--- src/source/dsp_ctrl_pkg.sv ---
`default_nettype none
/* Field widths, count types, opcodes and select codes
   for the DSP instruction-decode controller */
package dsp_ctrl_pkg;

    // Instruction word layout
    localparam int instr_w = 16;
    localparam int t_w     = 5;     // Opcode field
    localparam int r_w     = 3;
    localparam int ni_w    = 4;     // DO instruction count
    localparam int k_w     = 7;     // DO repeat count
    localparam int i_w     = 12;
    localparam int simm_w  = 9;

    typedef logic [t_w-1:0]  opcode_t;
    typedef logic [ni_w-1:0] ni_t;
    typedef logic [k_w-1:0]  k_t;

    // T field values
    localparam opcode_t op_goto_ja    = 5'b00000;  // Also 00001
    localparam opcode_t op_short_imm  = 5'b00010;  // Also 00011
    localparam opcode_t op_call_ja    = 5'b10000;  // Also 10001
    localparam opcode_t op_goto_b     = 5'b11000;
    localparam opcode_t op_load_acc_r = 5'b01000;  // aT=R
    localparam opcode_t op_r_a0       = 5'b01001;
    localparam opcode_t op_r_a1       = 5'b01011;
    localparam opcode_t op_long_imm   = 5'b01010;
    localparam opcode_t op_r_y        = 5'b01111;
    localparam opcode_t op_y_r        = 5'b01100;
    localparam opcode_t op_if_con     = 5'b11010;
    localparam opcode_t op_do         = 5'b01110;

    localparam logic [2:0] rsel_dau = 3'b010;  // Accumulator path through the DAU

    // Y post-modify increment
    localparam logic [1:0] inc_minus1 = 2'd0;
    localparam logic [1:0] inc_zero   = 2'd1;
    localparam logic [1:0] inc_plus1  = 2'd2;

    // Destination register class in bits 9:7
    localparam logic [2:0] dst_yaau = 3'b000;
    localparam logic [2:0] dst_xaau = 3'b001;
    localparam logic [2:0] dst_dau  = 3'b010;

    // No interrupt entry while one of these is fetched
    localparam int irq_block_n = 7;
    localparam opcode_t irq_block_ops [irq_block_n] = '{
        op_goto_ja, op_goto_ja | 5'd1, op_do, op_call_ja,
        op_call_ja | 5'd1, op_goto_b, op_if_con
    };

endpackage
`default_nettype wire

--- src/source/do_loop_ctrl.sv ---
`timescale 1ns/10ps
`default_nettype none
/* DO/REDO loop controller: instruction and repeat counters,
   cache position and loop boundary strobes */
module do_loop_ctrl import dsp_ctrl_pkg::*; (
    input  logic clk,
    input  logic rst,
    input  logic ph1,
    input  logic double,
    input  logic do_load,
    input  ni_t  do_ni_in,
    input  k_t   do_k_in,
    input  logic do_redo_in,
    input  logic do_short,
    output logic do_busy,
    output logic do_incache,
    output logic do_extend,
    output logic do_start,
    output logic do_out,
    output logic do_redo,
    output ni_t  do_pc
);

    ni_t  ni_cnt, ni_q, ni_cur;
    k_t   k_cnt, k_q, k_cur;
    logic redo_q, first_done, first_pass, over;

    // Freshly loaded parameters apply in the load slot itself
    assign ni_cur  = do_load ? do_ni_in : ni_q;
    assign k_cur   = do_load ? do_k_in : k_q;
    assign do_redo = do_load ? do_redo_in : redo_q;

    assign over     = ni_cnt == ni_cur;             // Last instruction of a pass
    assign do_busy  = k_cnt != '0;
    assign do_pc    = ni_cnt;

    // End of the first pass not yet flagged
    assign first_pass = ((over && k_cnt == k_cur && do_busy) || do_short)
                        && !(first_done && !do_load);

    assign do_start  = (!do_redo && first_pass) || (do_redo && !do_busy);
    assign do_out    = do_busy && over && k_cnt == k_t'(1) && !double;
    assign do_extend = (first_pass && !do_redo) || do_out;

    // Counters
    always_ff @(posedge clk or posedge rst) begin
        if (rst) begin
            ni_cnt <= '0;
            k_cnt  <= '0;
        end else if (ph1) begin
            if (do_load) begin
                ni_cnt <= (do_redo_in || do_short) ? ni_t'(0) : ni_t'(1);
                k_cnt  <= do_k_in;
            end else if (!double && do_busy) begin
                ni_cnt <= over ? '0 : ni_cnt + 1'b1;
                if (over) begin
                    k_cnt <= k_cnt - 1'b1;
                end
            end
        end
    end

    // Loop parameters and state flags
    always_ff @(posedge clk or posedge rst) begin
        if (rst) begin
            ni_q       <= '0;
            k_q        <= '0;
            redo_q     <= 1'b0;
            first_done <= 1'b0;
            do_incache <= 1'b0;
        end else if (ph1) begin
            if (do_load) begin
                ni_q <= do_ni_in;
                k_q  <= do_k_in;
            end
            redo_q <= do_out ? 1'b0 : do_redo;      // Sequence over
            if (do_extend) begin
                first_done <= 1'b1;
            end else if (do_load) begin
                first_done <= 1'b0;
            end
            if (first_pass && !do_redo) begin
                do_incache <= 1'b1;                 // Body now held in cache
            end else if (do_out) begin
                do_incache <= 1'b0;
            end
        end
    end

endmodule
`default_nettype wire

--- src/source/dsp_ctrl.sv ---
`timescale 1ns/10ps
`default_nettype none
/* Controller top: decoder, DO loop controller and interrupt gate */
module dsp_ctrl import dsp_ctrl_pkg::*; (
    input  logic                   clk,
    input  logic                   rst,
    input  logic                   ph1,
    input  logic [instr_w-1:0]     rom_dout,
    input  logic                   con_result,
    input  logic                   irq,
    output logic                   goto_ja, goto_b, call_ja, pc_halt, con_check,
    output logic                   short_load, long_load, acc_load, ram_load,
    output logic                   post_load, ram_we,
    output logic                   xaau_imm_load, xaau_ram_load, xaau_acc_load,
    output logic                   dau_rmux_load, dau_imm_load, dau_ram_load, dau_acc_load,
    output logic                   st_a0, st_a1, st_ah, acc_sel,
    output logic [r_w-1:0]         rsel, r_field,
    output logic [1:0]             a_field, y_field, inc_sel,
    output logic                   step_sel, ksel,
    output logic [simm_w-1:0]      short_imm,
    output logic [instr_w-1:0]     long_imm,
    output logic [i_w-1:0]         i_field,
    output opcode_t                t_field,
    output logic                   irq_start, iack,
    output logic                   do_start, do_out, do_short, do_redo, do_save,
    output logic [instr_w-t_w-1:0] do_data,
    output ni_t                    do_pc,
    output logic                   fault
);

    logic double;       // Two-cycle instruction in progress
    logic do_load;
    ni_t  do_ni_in;
    k_t   do_k_in;
    logic do_redo_in;
    logic do_busy, do_incache, do_extend;
    logic irq_take, iret_seen;

    instr_decoder u_decoder (.*);

    do_loop_ctrl u_do_loop (.*);

    irq_gate u_irq_gate (.*);

endmodule
`default_nettype wire

--- src/source/instr_decoder.sv ---
`timescale 1ns/10ps
`default_nettype none
/* Instruction decoder: ROM word to registered strobes, register fields
   and DO loop parameters */
module instr_decoder import dsp_ctrl_pkg::*; (
    input  logic                   clk,
    input  logic                   rst,
    input  logic                   ph1,
    input  logic [instr_w-1:0]     rom_dout,
    input  logic                   con_result,
    input  logic                   do_busy,
    input  logic                   do_incache,
    input  logic                   do_extend,
    input  logic                   irq_take,
    output logic                   goto_ja, goto_b, call_ja, pc_halt, con_check,
    output logic                   short_load, long_load, acc_load, ram_load,
    output logic                   post_load, ram_we,
    output logic                   xaau_imm_load, xaau_ram_load, xaau_acc_load,
    output logic                   dau_rmux_load, dau_imm_load, dau_ram_load, dau_acc_load,
    output logic                   st_a0, st_a1, st_ah, acc_sel,
    output logic [r_w-1:0]         rsel, r_field,
    output logic [1:0]             a_field, y_field, inc_sel,
    output logic                   step_sel, ksel,
    output logic [simm_w-1:0]      short_imm,
    output logic [instr_w-1:0]     long_imm,
    output logic [i_w-1:0]         i_field,
    output opcode_t                t_field,
    output logic                   irq_start, double,
    output logic                   do_load, do_redo_in, do_short, do_save,
    output ni_t                    do_ni_in,
    output k_t                     do_k_in,
    output logic [instr_w-t_w-1:0] do_data,
    output logic                   iret_seen, fault
);

    opcode_t    op;
    logic       con_ok, iret, y_load;
    logic [2:0] dst;
    logic [1:0] pm_inc;
    logic       pm_step;

    assign op       = rom_dout[instr_w-1 -: t_w];
    assign dst      = rom_dout[9:7];
    assign con_ok   = !con_check || con_result;     // Previous if-CON outcome
    assign iret     = rom_dout[10:8] == 3'b001;
    assign y_load   = (op == op_r_y) && !rom_dout[10];
    assign long_imm = rom_dout;

    // Y post-modify mode
    always_comb begin
        pm_inc  = inc_zero;
        pm_step = 1'b0;
        case (rom_dout[1:0])
            2'd0: pm_inc = inc_zero;      // *rN
            2'd1: pm_inc = inc_plus1;     // *rN++
            2'd2: pm_inc = inc_minus1;    // *rN--
            default: pm_step = 1'b1;      // *rN++j
        endcase
    end

    always_ff @(posedge clk) begin
        if (ph1) begin
            t_field    <= op;
            i_field    <= rom_dout[i_w-1:0];
            y_field    <= rom_dout[3:2];
            short_imm  <= rom_dout[simm_w-1:0];
            // Only read while do_load is high
            do_redo_in <= rom_dout[k_w +: ni_w] == '0;
            do_ni_in   <= rom_dout[k_w +: ni_w] - 1'b1;
            do_k_in    <= (rom_dout[k_w +: ni_w] == ni_t'(1)) ?
                          rom_dout[k_w-1:0] - 1'b1 : rom_dout[k_w-1:0];
        end
    end

    always_ff @(posedge clk or posedge rst) begin
        if (rst) begin
            {goto_ja, goto_b, call_ja, pc_halt, con_check} <= '0;
            {short_load, long_load, acc_load, ram_load, post_load, ram_we} <= '0;
            {xaau_imm_load, xaau_ram_load, xaau_acc_load} <= '0;
            {dau_rmux_load, dau_imm_load, dau_ram_load, dau_acc_load} <= '0;
            {st_a0, st_a1, st_ah, acc_sel} <= '0;
            rsel      <= '0;
            r_field   <= '0;
            a_field   <= '0;
            inc_sel   <= '0;
            step_sel  <= 1'b0;
            ksel      <= 1'b0;
            irq_start <= 1'b0;
            double    <= 1'b0;
            {do_load, do_short, do_save, iret_seen} <= '0;
            do_data   <= '0;
            fault     <= 1'b0;
        end else if (ph1) begin
            {goto_ja, goto_b, call_ja, pc_halt, con_check} <= '0;
            {short_load, long_load, acc_load, ram_load, post_load, ram_we} <= '0;
            {xaau_imm_load, xaau_ram_load, xaau_acc_load} <= '0;
            {dau_rmux_load, dau_imm_load, dau_ram_load, dau_acc_load} <= '0;
            {st_a0, st_a1, st_ah, acc_sel} <= '0;
            a_field   <= '0;
            irq_start <= 1'b0;
            double    <= 1'b0;
            {do_load, do_short, do_save, iret_seen} <= '0;

            if (!double) begin
                if (irq_take) begin         // Interrupt entry
                    goto_ja   <= 1'b1;
                    irq_start <= 1'b1;
                    pc_halt   <= 1'b1;
                    double    <= 1'b1;
                end else begin
                    case (op)
                        op_goto_ja, op_goto_ja | 5'd1: begin
                            goto_ja <= con_ok;
                            pc_halt <= 1'b1;
                            double  <= 1'b1;
                            if (do_busy) fault <= 1'b1;
                        end
                        op_short_imm, op_short_imm | 5'd1: begin
                            short_load <= 1'b1;
                            r_field    <= rom_dout[11:9] ^ 3'b100;
                        end
                        op_call_ja, op_call_ja | 5'd1: begin
                            call_ja <= con_ok;
                            pc_halt <= 1'b1;
                            double  <= 1'b1;
                            if (do_busy) fault <= 1'b1;
                        end
                        op_goto_b: begin
                            goto_b    <= con_ok || iret;  // iret is unconditional
                            iret_seen <= iret;
                            pc_halt   <= 1'b1;
                            double    <= 1'b1;
                            if (do_busy) fault <= 1'b1;
                        end
                        op_load_acc_r: begin
                            r_field       <= rom_dout[6:4];
                            rsel          <= rom_dout[8:6];
                            dau_rmux_load <= 1'b1;
                            st_a0         <= rom_dout[10];
                            st_a1         <= !rom_dout[10];
                            st_ah         <= 1'b1;
                            pc_halt       <= 1'b1;
                            double        <= 1'b1;
                        end
                        op_r_a0, op_r_a1: begin
                            r_field       <= rom_dout[6:4];
                            a_field       <= {1'b1, rom_dout[12]};
                            rsel          <= rsel_dau;
                            acc_sel       <= 1'b1;
                            acc_load      <= rom_dout[8:7] == dst_yaau[1:0];
                            xaau_acc_load <= rom_dout[8:7] == dst_xaau[1:0];
                            dau_acc_load  <= rom_dout[8:7] == dst_dau[1:0];
                            pc_halt       <= 1'b1;
                            double        <= 1'b1;
                        end
                        op_long_imm: begin
                            long_load     <= dst == dst_yaau;
                            xaau_imm_load <= dst == dst_xaau;
                            dau_imm_load  <= dst == dst_dau;
                            r_field       <= rom_dout[6:4];
                            double        <= 1'b1;
                            if (do_busy) fault <= 1'b1;
                        end
                        op_r_y, op_y_r: begin
                            ram_load      <= y_load && dst == dst_yaau;
                            xaau_ram_load <= y_load && dst == dst_xaau;
                            dau_ram_load  <= y_load && dst == dst_dau;
                            ram_we        <= op == op_y_r;    // Store to RAM
                            rsel          <= rom_dout[8:6];
                            r_field       <= rom_dout[6:4];
                            post_load     <= 1'b1;
                            inc_sel       <= pm_inc;
                            step_sel      <= pm_step;
                            ksel          <= 1'b0;            // Moves step by j only
                            pc_halt       <= 1'b1;
                            double        <= 1'b1;
                        end
                        op_if_con: begin
                            if (!rom_dout[10]) con_check <= 1'b1;
                        end
                        op_do: begin
                            do_data <= rom_dout[instr_w-t_w-1:0];
                            do_load <= 1'b1;
                            if (do_incache) fault <= 1'b1;    // Nested loop
                            if (rom_dout[k_w +: ni_w] == '0) begin   // REDO
                                pc_halt <= 1'b1;
                                double  <= 1'b1;
                            end else begin
                                do_save  <= 1'b1;
                                do_short <= rom_dout[k_w +: ni_w] == ni_t'(1);
                            end
                        end
                        default: fault <= 1'b1;
                    endcase
                end
            end

            // Loop boundary instructions take two slots
            if (do_extend) begin
                pc_halt <= 1'b1;
                double  <= 1'b1;
            end
        end
    end

endmodule
`default_nettype wire

--- src/source/irq_gate.sv ---
`timescale 1ns/10ps
`default_nettype none
/* Interrupt acceptance and acknowledge state */
module irq_gate import dsp_ctrl_pkg::*; (
    input  logic               clk,
    input  logic               rst,
    input  logic               ph1,
    input  logic               irq,
    input  logic [instr_w-1:0] rom_dout,
    input  logic               double,
    input  logic               do_busy,
    input  logic               iret_seen,
    output logic               irq_take,
    output logic               iack
);

    opcode_t op;
    logic    blocked;
    logic    clr_arm;   // Clear iack at the next unblocked slot

    assign op = rom_dout[instr_w-1 -: t_w];

    always_comb begin
        blocked = 1'b0;
        for (int i = 0; i < irq_block_n; i++) begin
            if (op == irq_block_ops[i]) blocked = 1'b1;
        end
    end

    // One interrupt at a time, never inside a loop
    assign irq_take = irq && !double && !do_busy && !blocked && !iack;

    always_ff @(posedge clk or posedge rst) begin
        if (rst) begin
            iack    <= 1'b0;
            clr_arm <= 1'b0;
        end else if (ph1) begin
            if (irq_take) begin
                iack    <= 1'b1;
                clr_arm <= 1'b0;
            end else if (!double && !blocked && (clr_arm || iret_seen)) begin
                iack    <= 1'b0;
                clr_arm <= 1'b0;
            end else if (iret_seen) begin
                clr_arm <= 1'b1;
            end
        end
    end

endmodule
`default_nettype wire

--- config.mk ---
export PLATFORM = sky130hd
export DESIGN_NAME = dsp_ctrl
export DESIGN_NICKNAME = d
export VERILOG_FILES = /design/src/source/dsp_ctrl_pkg.sv /design/src/source/do_loop_ctrl.sv /design/src/source/dsp_ctrl.sv /design/src/source/instr_decoder.sv /design/src/source/irq_gate.sv
export SDC_FILE = /design/constraint.sdc
export NUM_CORES = 1
export LEC_CHECK = 0
export ABC_AREA = 0
export BUFFER_PORTS_ARGS = -buffer_cell sky130_fd_sc_hd__buf_2
export CAP_MARGIN = 20
export CORE_ASPECT_RATIO = 0.8
export CORE_UTILIZATION = 55
export CTS_BUF_LIST = sky130_fd_sc_hd__clkbuf_4 sky130_fd_sc_hd__clkbuf_8
export CTS_CLUSTER_DIAMETER = 120
export DETAILED_ROUTE_END_ITERATION = 16
export HOLD_SLACK_MARGIN = 0.08
export PLACE_DENSITY_LB_ADDON = 0.3
export SYNTH_ARGS = -nofsm -noshare
export SYNTH_HDL_FRONTEND = slang
export SYNTH_SLANG_ARGS = --single-unit
export TNS_END_PERCENT = 1
--- constraint.sdc ---
create_clock -name clk -period 5.6 [get_ports clk]
set_input_delay 1.68 -clock clk [delete_from_list [all_inputs] [get_ports clk]]
set_output_delay 1.68 -clock clk [all_outputs]
set_load 0.02 [all_outputs]
==> impl_metrics.json, run 1 <==
{
  "arrival_ns": 2.66,
  "grt_pass1_vias": 3566,
  "cap_violations": 0,
  "power.leakage_nw": 2.70,
  "synth.avg_cell_area_um2": 11.5,
  "use_met1_pct": 35.4,
  "ys_types": 65,
  "use_met3_pct": 5.69,
  "fmax_mhz": 231,
  "rsz0062_at_grt": "false",
  "path_cells": "buf_4 -> mux2i_1 -> xnor2_1 -> nor4_4 -> a41oi_1 -> nor2_1 -> a21o_1 -> buf_2",
  "cts_buffer_depth": 2,
  "grt_usage_pct": 24.9,
  "vias": 3840,
  "report.final.slew_viol_count": 0,
  "synthArstFlopShare_pct": 73.1,
  "ir_drop_v": 0.000200,
  "worst_pin_slew_ns": 1.02,
  "ys.flop_type": "dfrtp_1",
  "final_nets": 567,
  "numCtsBuffers": 9,
  "chipHeight_um": 88.9,
  "startpoint": "u_decoder.do_load",
  "grt_first_pass_wirelength_mm": 18.9,
  "crit_required_ns": 3.92,
  "placementRows": 31,
  "drtIter0Drc": 288,
  "fin_cells": 655,
  "cts_sinks": 104,
  "clock_latency_ns": 0.37,
  "rr_startpoint": "u_decoder.do_load",
  "routedWlPerCell_um": 17.9,
  "first_pass_iters": 5,
  "antenna_found_initial": 0,
  "cts_hold_buffers": 0,
  "synthDominantCellAreaShare_pct": 36.6,
  "fin_tns_setup_ns": 0,
  "grt-ovfl-total": 0,
  "power_density_nw_per_um2": 334,
  "power.total_mw": 1.94,
  "synth_nets": 484,
  "drcViolationCount": 0,
  "ys_warn_count": 0,
  "cpMaxStageDelayCell": "nor4_4",
  "hpwl_mm": 8.50,
  "start_util_pct": 57.0,
  "grt_max_degree": 50,
  "layout_commonest_cell": "buf_2",
  "relSlewSlack_pct": 31.3,
  "ctsResizeCount": 0,
  "seq_area_frac_synth_pct": 52.8,
  "postSynthCellCount": 452,
  "grtUsageMet2_pct": 38.6,
  "setup_viol": 0,
  "ant_nets": 0,
  "vias_per_cell": 5.86,
  "synth-edff-count": 28,
  "antenna_cells": 0,
  "die_w_um": 111,
  "hold_violations": 0,
  "worstSetupPathType": "register to output pin",
  "skew_ns": 0.0135,
  "min_from": "u_decoder.fault",
  "placed_cells": 638,
  "core-area_um2": 9110,
  "path_clk_slew_ns": 0.10,
  "end_kind": "output pin",
  "top_usage_layer": "met2",
  "gp_routability_congestion": 0.874,
  "fin_ws_ns": 1.26,
  "place_area_um2": 5600,
  "htreeDepth": 3,
  "cpPeakStageDelay_ns": 0.45,
  "yosys.area.top_type": "dfrtp_1",
  "totalWireLength_mm": 11.7,
  "drive_gt1_share_pct": 32.8,
  "cp_max_fo": 35,
  "fin_util_pct": 63.6,
  "holdWs_ns": 0.477,
  "port-buffer-count": 120,
  "syn_area_um2": 5190,
  "place_ws_ns": 1.52,
  "period_minus_slack_ns": 4.34,
  "run_status": "complete, no violations",
  "area_growth_pct": 11.7,
  "post-route-period-util_pct": 77.5,
  "synth_seq_cells": 104,
  "fillers": 735,
  "mostFrequentLayoutCells": "buf_2 (120), dfrtp_1 (76), nor2_1 (31)",
  "post-route-cell-area_um2": 5800,
  "start_kind": "register",
  "dieArea_um2": 9840,
  "ioPinCount": 122,
  "postCtsSetupBuffers": 0,
  "cts-root-buf": "clkbuf_8",
  "cts_tree": "done",
  "min_path_type": "register to register",
  "yosys-top-cells-area": "dfrtp_1 (37%), edfxtp_1 (16%), buf_4 (4.6%)"
}
==> logic make-up after synthesis <==
family                   synth area share, %
AO/OA/AOI/OAI                           12.8
other                                 0.0722
AND/OR/NAND/NOR                         11.9
XOR/XNOR                                3.37
flip-flops                              52.8
adder cells (fa/ha/maj)                 2.65
buffers and inverters                   8.14
multiplexers                            8.36
==> cells in the mapped netlist, types with 3 or more instances <==
library cell / number
mux2_4: 9
a22oi_1: 3
mux2_2: 15
and3_1: 3
a21oi_1: 14
nor4_1: 5
a22o_1: 9
a31oi_1: 3
a32o_1: 5
a21o_1: 5
dfrtp_1: 76
xor2_1: 5
edfxtp_1: 28
o21ai_0: 25
clkbuf_1: 7
mux2i_1: 13
ha_1: 11
nand3_1: 9
a2bb2oi_1: 4
nor3_1: 12
nand2_1: 25
nor2_1: 31
o2bb2ai_1: 7
buf_4: 32
inv_1: 16
nand2b_1: 6
buf_6: 5
buf_1: 3
o22ai_1: 3
or2_2: 3
buf_2: 5
xnor2_1: 15
o32ai_1: 3
==> critical path: cells and delay by family (launching register included) <==
kind / cells / cell delay (ns)
simple gates: 2 / 0.62
buf+inv: 2 / 0.53
flops: 1 / 0.36
compound gates: 2 / 0.35
mux: 1 / 0.29
xor+xnor: 1 / 0.13
==> metal layers <==
metal	vias up	wire, um
met3	18	864
li1	1760	-
met2	186	5240
met1	1876	5470
met4	0	173
met5	-	0
==> power by group <==
| group | internal [mW] | switching [mW] |
|---|---|---|
| clock network | 0.167 | 0.273 |
| registers | 0.888 | 0.0971 |
| logic | 0.204 | 0.308 |
| total | 1.26 | 0.679 |
==> sequential cells by signal, indices dropped and copies added (netlist names), 2 cells and up <==
name,cells
u_do_loop.k_cnt,7
u_decoder.rsel,3
u_decoder.i_field,11
u_do_loop.do_pc,4
u_decoder.do_k_in,7
u_decoder.r_field,3
u_do_loop.ni_q,4
u_decoder.t_field,5
u_decoder.do_data,11
u_do_loop.k_q,7
u_decoder.inc_sel,2
u_decoder.do_ni_in,4
==> final timing paths <==
check / endpoint / slack [ns] / cells after the start
max: do_start / 1.26 / 8
min: u_decoder.fault / 0.48 / 1
max reg2reg: u_do_loop.k_cnt[1] / 2.99 / 7
min reg2reg: u_decoder.fault / 0.48 / 1
max in group asynchronous: u_do_loop.k_cnt[6] / 3.83 / 3
min in group asynchronous: u_decoder.dau_rmux_load / 1.18 / 2
==> layout make-up <==
class | count | area (um^2) | area share, %
flip-flops and latches | 104 | 2740 | 47.3
multi-input cells | 279 | 2030 | 35.0
repair buffers | 124 | 643 | 11.1
well taps | 115 | 144 | 2.48
clock buffers | 9 | 124 | 2.14
inverters | 17 | 63.8 | 1.10
clock inverters | 7 | 53.8 | 0.928
Power figures use the tool's default switching activity.
==> run 2, diff against run 1 <==
--- a/config.mk
+++ b/config.mk
@@ -9,7 +9,7 @@
 export BUFFER_PORTS_ARGS = -buffer_cell sky130_fd_sc_hd__buf_2
 export CAP_MARGIN = 20
 export CORE_ASPECT_RATIO = 0.8
-export CORE_UTILIZATION = 55
+export CORE_UTILIZATION = 50
 export CTS_BUF_LIST = sky130_fd_sc_hd__clkbuf_4 sky130_fd_sc_hd__clkbuf_8
 export CTS_CLUSTER_DIAMETER = 120
 export DETAILED_ROUTE_END_ITERATION = 16
==> constraint.sdc (replaced) <==
create_clock -name clk -period 3.84 [get_ports clk]
set_input_delay 1.152 -clock clk [delete_from_list [all_inputs] [get_ports clk]]
set_output_delay 1.152 -clock clk [all_outputs]
set_load 0.02 [all_outputs]
==> impl_metrics.json, run 2 (same netlist as run 1, synthesis figures left out) <==
{
  "run_status": "complete, no violations",
  "rsz0062_at_grt": "false",
  "post-route-period-util_pct": 94.2,
  "arrival_ns": 2.47,
  "layout_commonest_cell": "buf_2",
  "postCtsSetupBuffers": 0,
  "drcViolationCount": 0,
  "grt-ovfl-total": 0,
  "top_layer": "met4",
  "setup_viol": 0,
  "core-area_um2": 9850,
  "vias": 3829,
  "report.final.slew_viol_count": 0,
  "totalWireLength_mm": 12.4,
  "drive_gt1_share_pct": 34.2,
  "antenna_found_initial": 0,
  "ir_drop_v": 0.000318,
  "min_path_type": "register to register",
  "cts_buffer_depth": 2,
  "startpoint": "u_decoder.do_load",
  "end_kind": "output pin",
  "place_ws_ns": 0.607,
  "grt_usage_pct": 25.0,
  "mostFrequentLayoutCells": "buf_2 (120), dfrtp_1 (76), nor2_1 (31)",
  "cts_hold_buffers": 0,
  "cp_max_fo": 16,
  "vias_per_cell": 5.59,
  "hpwl_mm": 9.20,
  "holdPathEnd": "u_decoder.fault",
  "wl_met3_um": 971,
  "hold_violations": 0,
  "die_w_um": 116,
  "ioPinCount": 122,
  "reg2regPathDepth": 6,
  "clock_latency_ns": 0.38,
  "ant_nets": 0,
  "dieArea_um2": 10800,
  "path_clk_slew_ns": 0.10,
  "fmax_mhz": 276,
  "routedWlPerCell_um": 18.1,
  "power_density_nw_per_um2": 501,
  "fin_ws_ns": 0.221,
  "power.leakage_nw": 2.76,
  "worst-r2r-setup-slack_ns": 1.31,
  "reg.largest.list": "u_decoder.do_data (11), u_decoder.i_field (11)",
  "port-buffer-count": 120,
  "numCtsBuffers": 9,
  "first_pass_iters": 5,
  "cts_sinks": 104,
  "grt_max_degree": 49,
  "gp_routability_congestion": 0.914,
  "ctsResizeCount": 0,
  "htreeDepth": 3,
  "min_from": "u_decoder.fault",
  "start_util_pct": 52.7,
  "skew_ns": 0.0123,
  "placementRows": 32,
  "worst_pin_slew_ns": 0.915,
  "grt_first_pass_wirelength_mm": 20.2,
  "cap_violations": 0,
  "cts-root-buf": "clkbuf_8",
  "relSlewSlack_pct": 38.5,
  "fillers": 857,
  "cts_tree": "done",
  "start_kind": "register",
  "wl_met2_mm": 5.32,
  "period_minus_slack_ns": 3.62,
  "chipHeight_um": 93.2,
  "area_growth_pct": 14.4,
  "drtIter0Drc": 268,
  "final_nets": 576,
  "crit_required_ns": 2.69,
  "wl_met1_mm": 5.82,
  "grt_pass1_vias": 3717,
  "worstSetupPathType": "register to output pin",
  "reg2reg_to": "u_do_loop.do_pc[3]",
  "antenna_cells": 0,
  "rr_startpoint": "u_do_loop.k_cnt[3]",
  "fin_tns_setup_ns": 0,
  "whs_path_depth": 1
}
==> run 2: cell types whose count changed in the layout (fill, tap and decap cells not counted), sizes merged <==
cell,delta
buf,+8
bufinv,+2
clkbuf,+1
clkinv,-3
clkinvlp,+2
inv,-1
==> run 2: through the flow <==
step	hold slack [ns]	utilization, %	total power, mW	cells	instance area [um^2]
2_1_floorplan	0.451	-	1.99	452	5190
3_3_place_gp	0.457	58.0	2.22	668	5710
3_5_place_dp	0.451	58.0	2.24	668	5710
4_1_cts	0.483	60.3	3.00	684	5930
5_1_grt	0.517	60.3	3.15	685	5940
6_report	0.476	60.3	2.98	685	5940
==> run 2: cell type report <==
cell class,instances,area [um^2],area share [%]
clock buffer,9,124,2.08
multi-input combinational,279,2030,34.2
inverter,17,63.8,1.07
clock inverter,7,101,1.71
timing repair buffer,133,711,12.0
tap,136,170,2.86
sequential,104,2740,46.2
==> run 2: per-layer routing <==
layer  vias to the layer above  GRT usage, %
met5                         -             0
met3                        23          6.16
met2                       172          35.9
met4                         0          8.01
li1                       1772             -
met1                      1862          37.1
==> run 2: worst max path at each step <==
| stage | end | slack, ns | cells after the start |
|---|---|---|---|
| 2_1_floorplan | u_decoder.a_field[0] | 0.75 | 1 |
| 5_1_grt | do_start | 0.07 | 8 |
| 4_1_cts | do_start | 0.16 | 8 |
| 3_5_place_dp | do_start | 0.61 | 8 |
| 6_report | do_start | 0.22 | 8 |
| 3_3_place_gp | do_start | 0.62 | 8 |
==> run 2: worst max-delay path: stages, from the launching register on <==
cell	delay, ns
dfrtp_1	0.53
buf_4	0.29
mux2i_1	0.25
xnor2_1	0.08
nor4_1	0.32
a41oi_1	0.19
nor2_1	0.16
a21o_1	0.11
buf_2	0.16
==> run 2: where the power goes <==
group / internal [mW] / leakage, nW / switching [mW]
clock: 0.373 / 0.106 / 0.391
combinational: 0.310 / 1.40 / 0.463
sequential: 1.30 / 1.26 / 0.146
total: 1.98 / 2.76 / 1.00
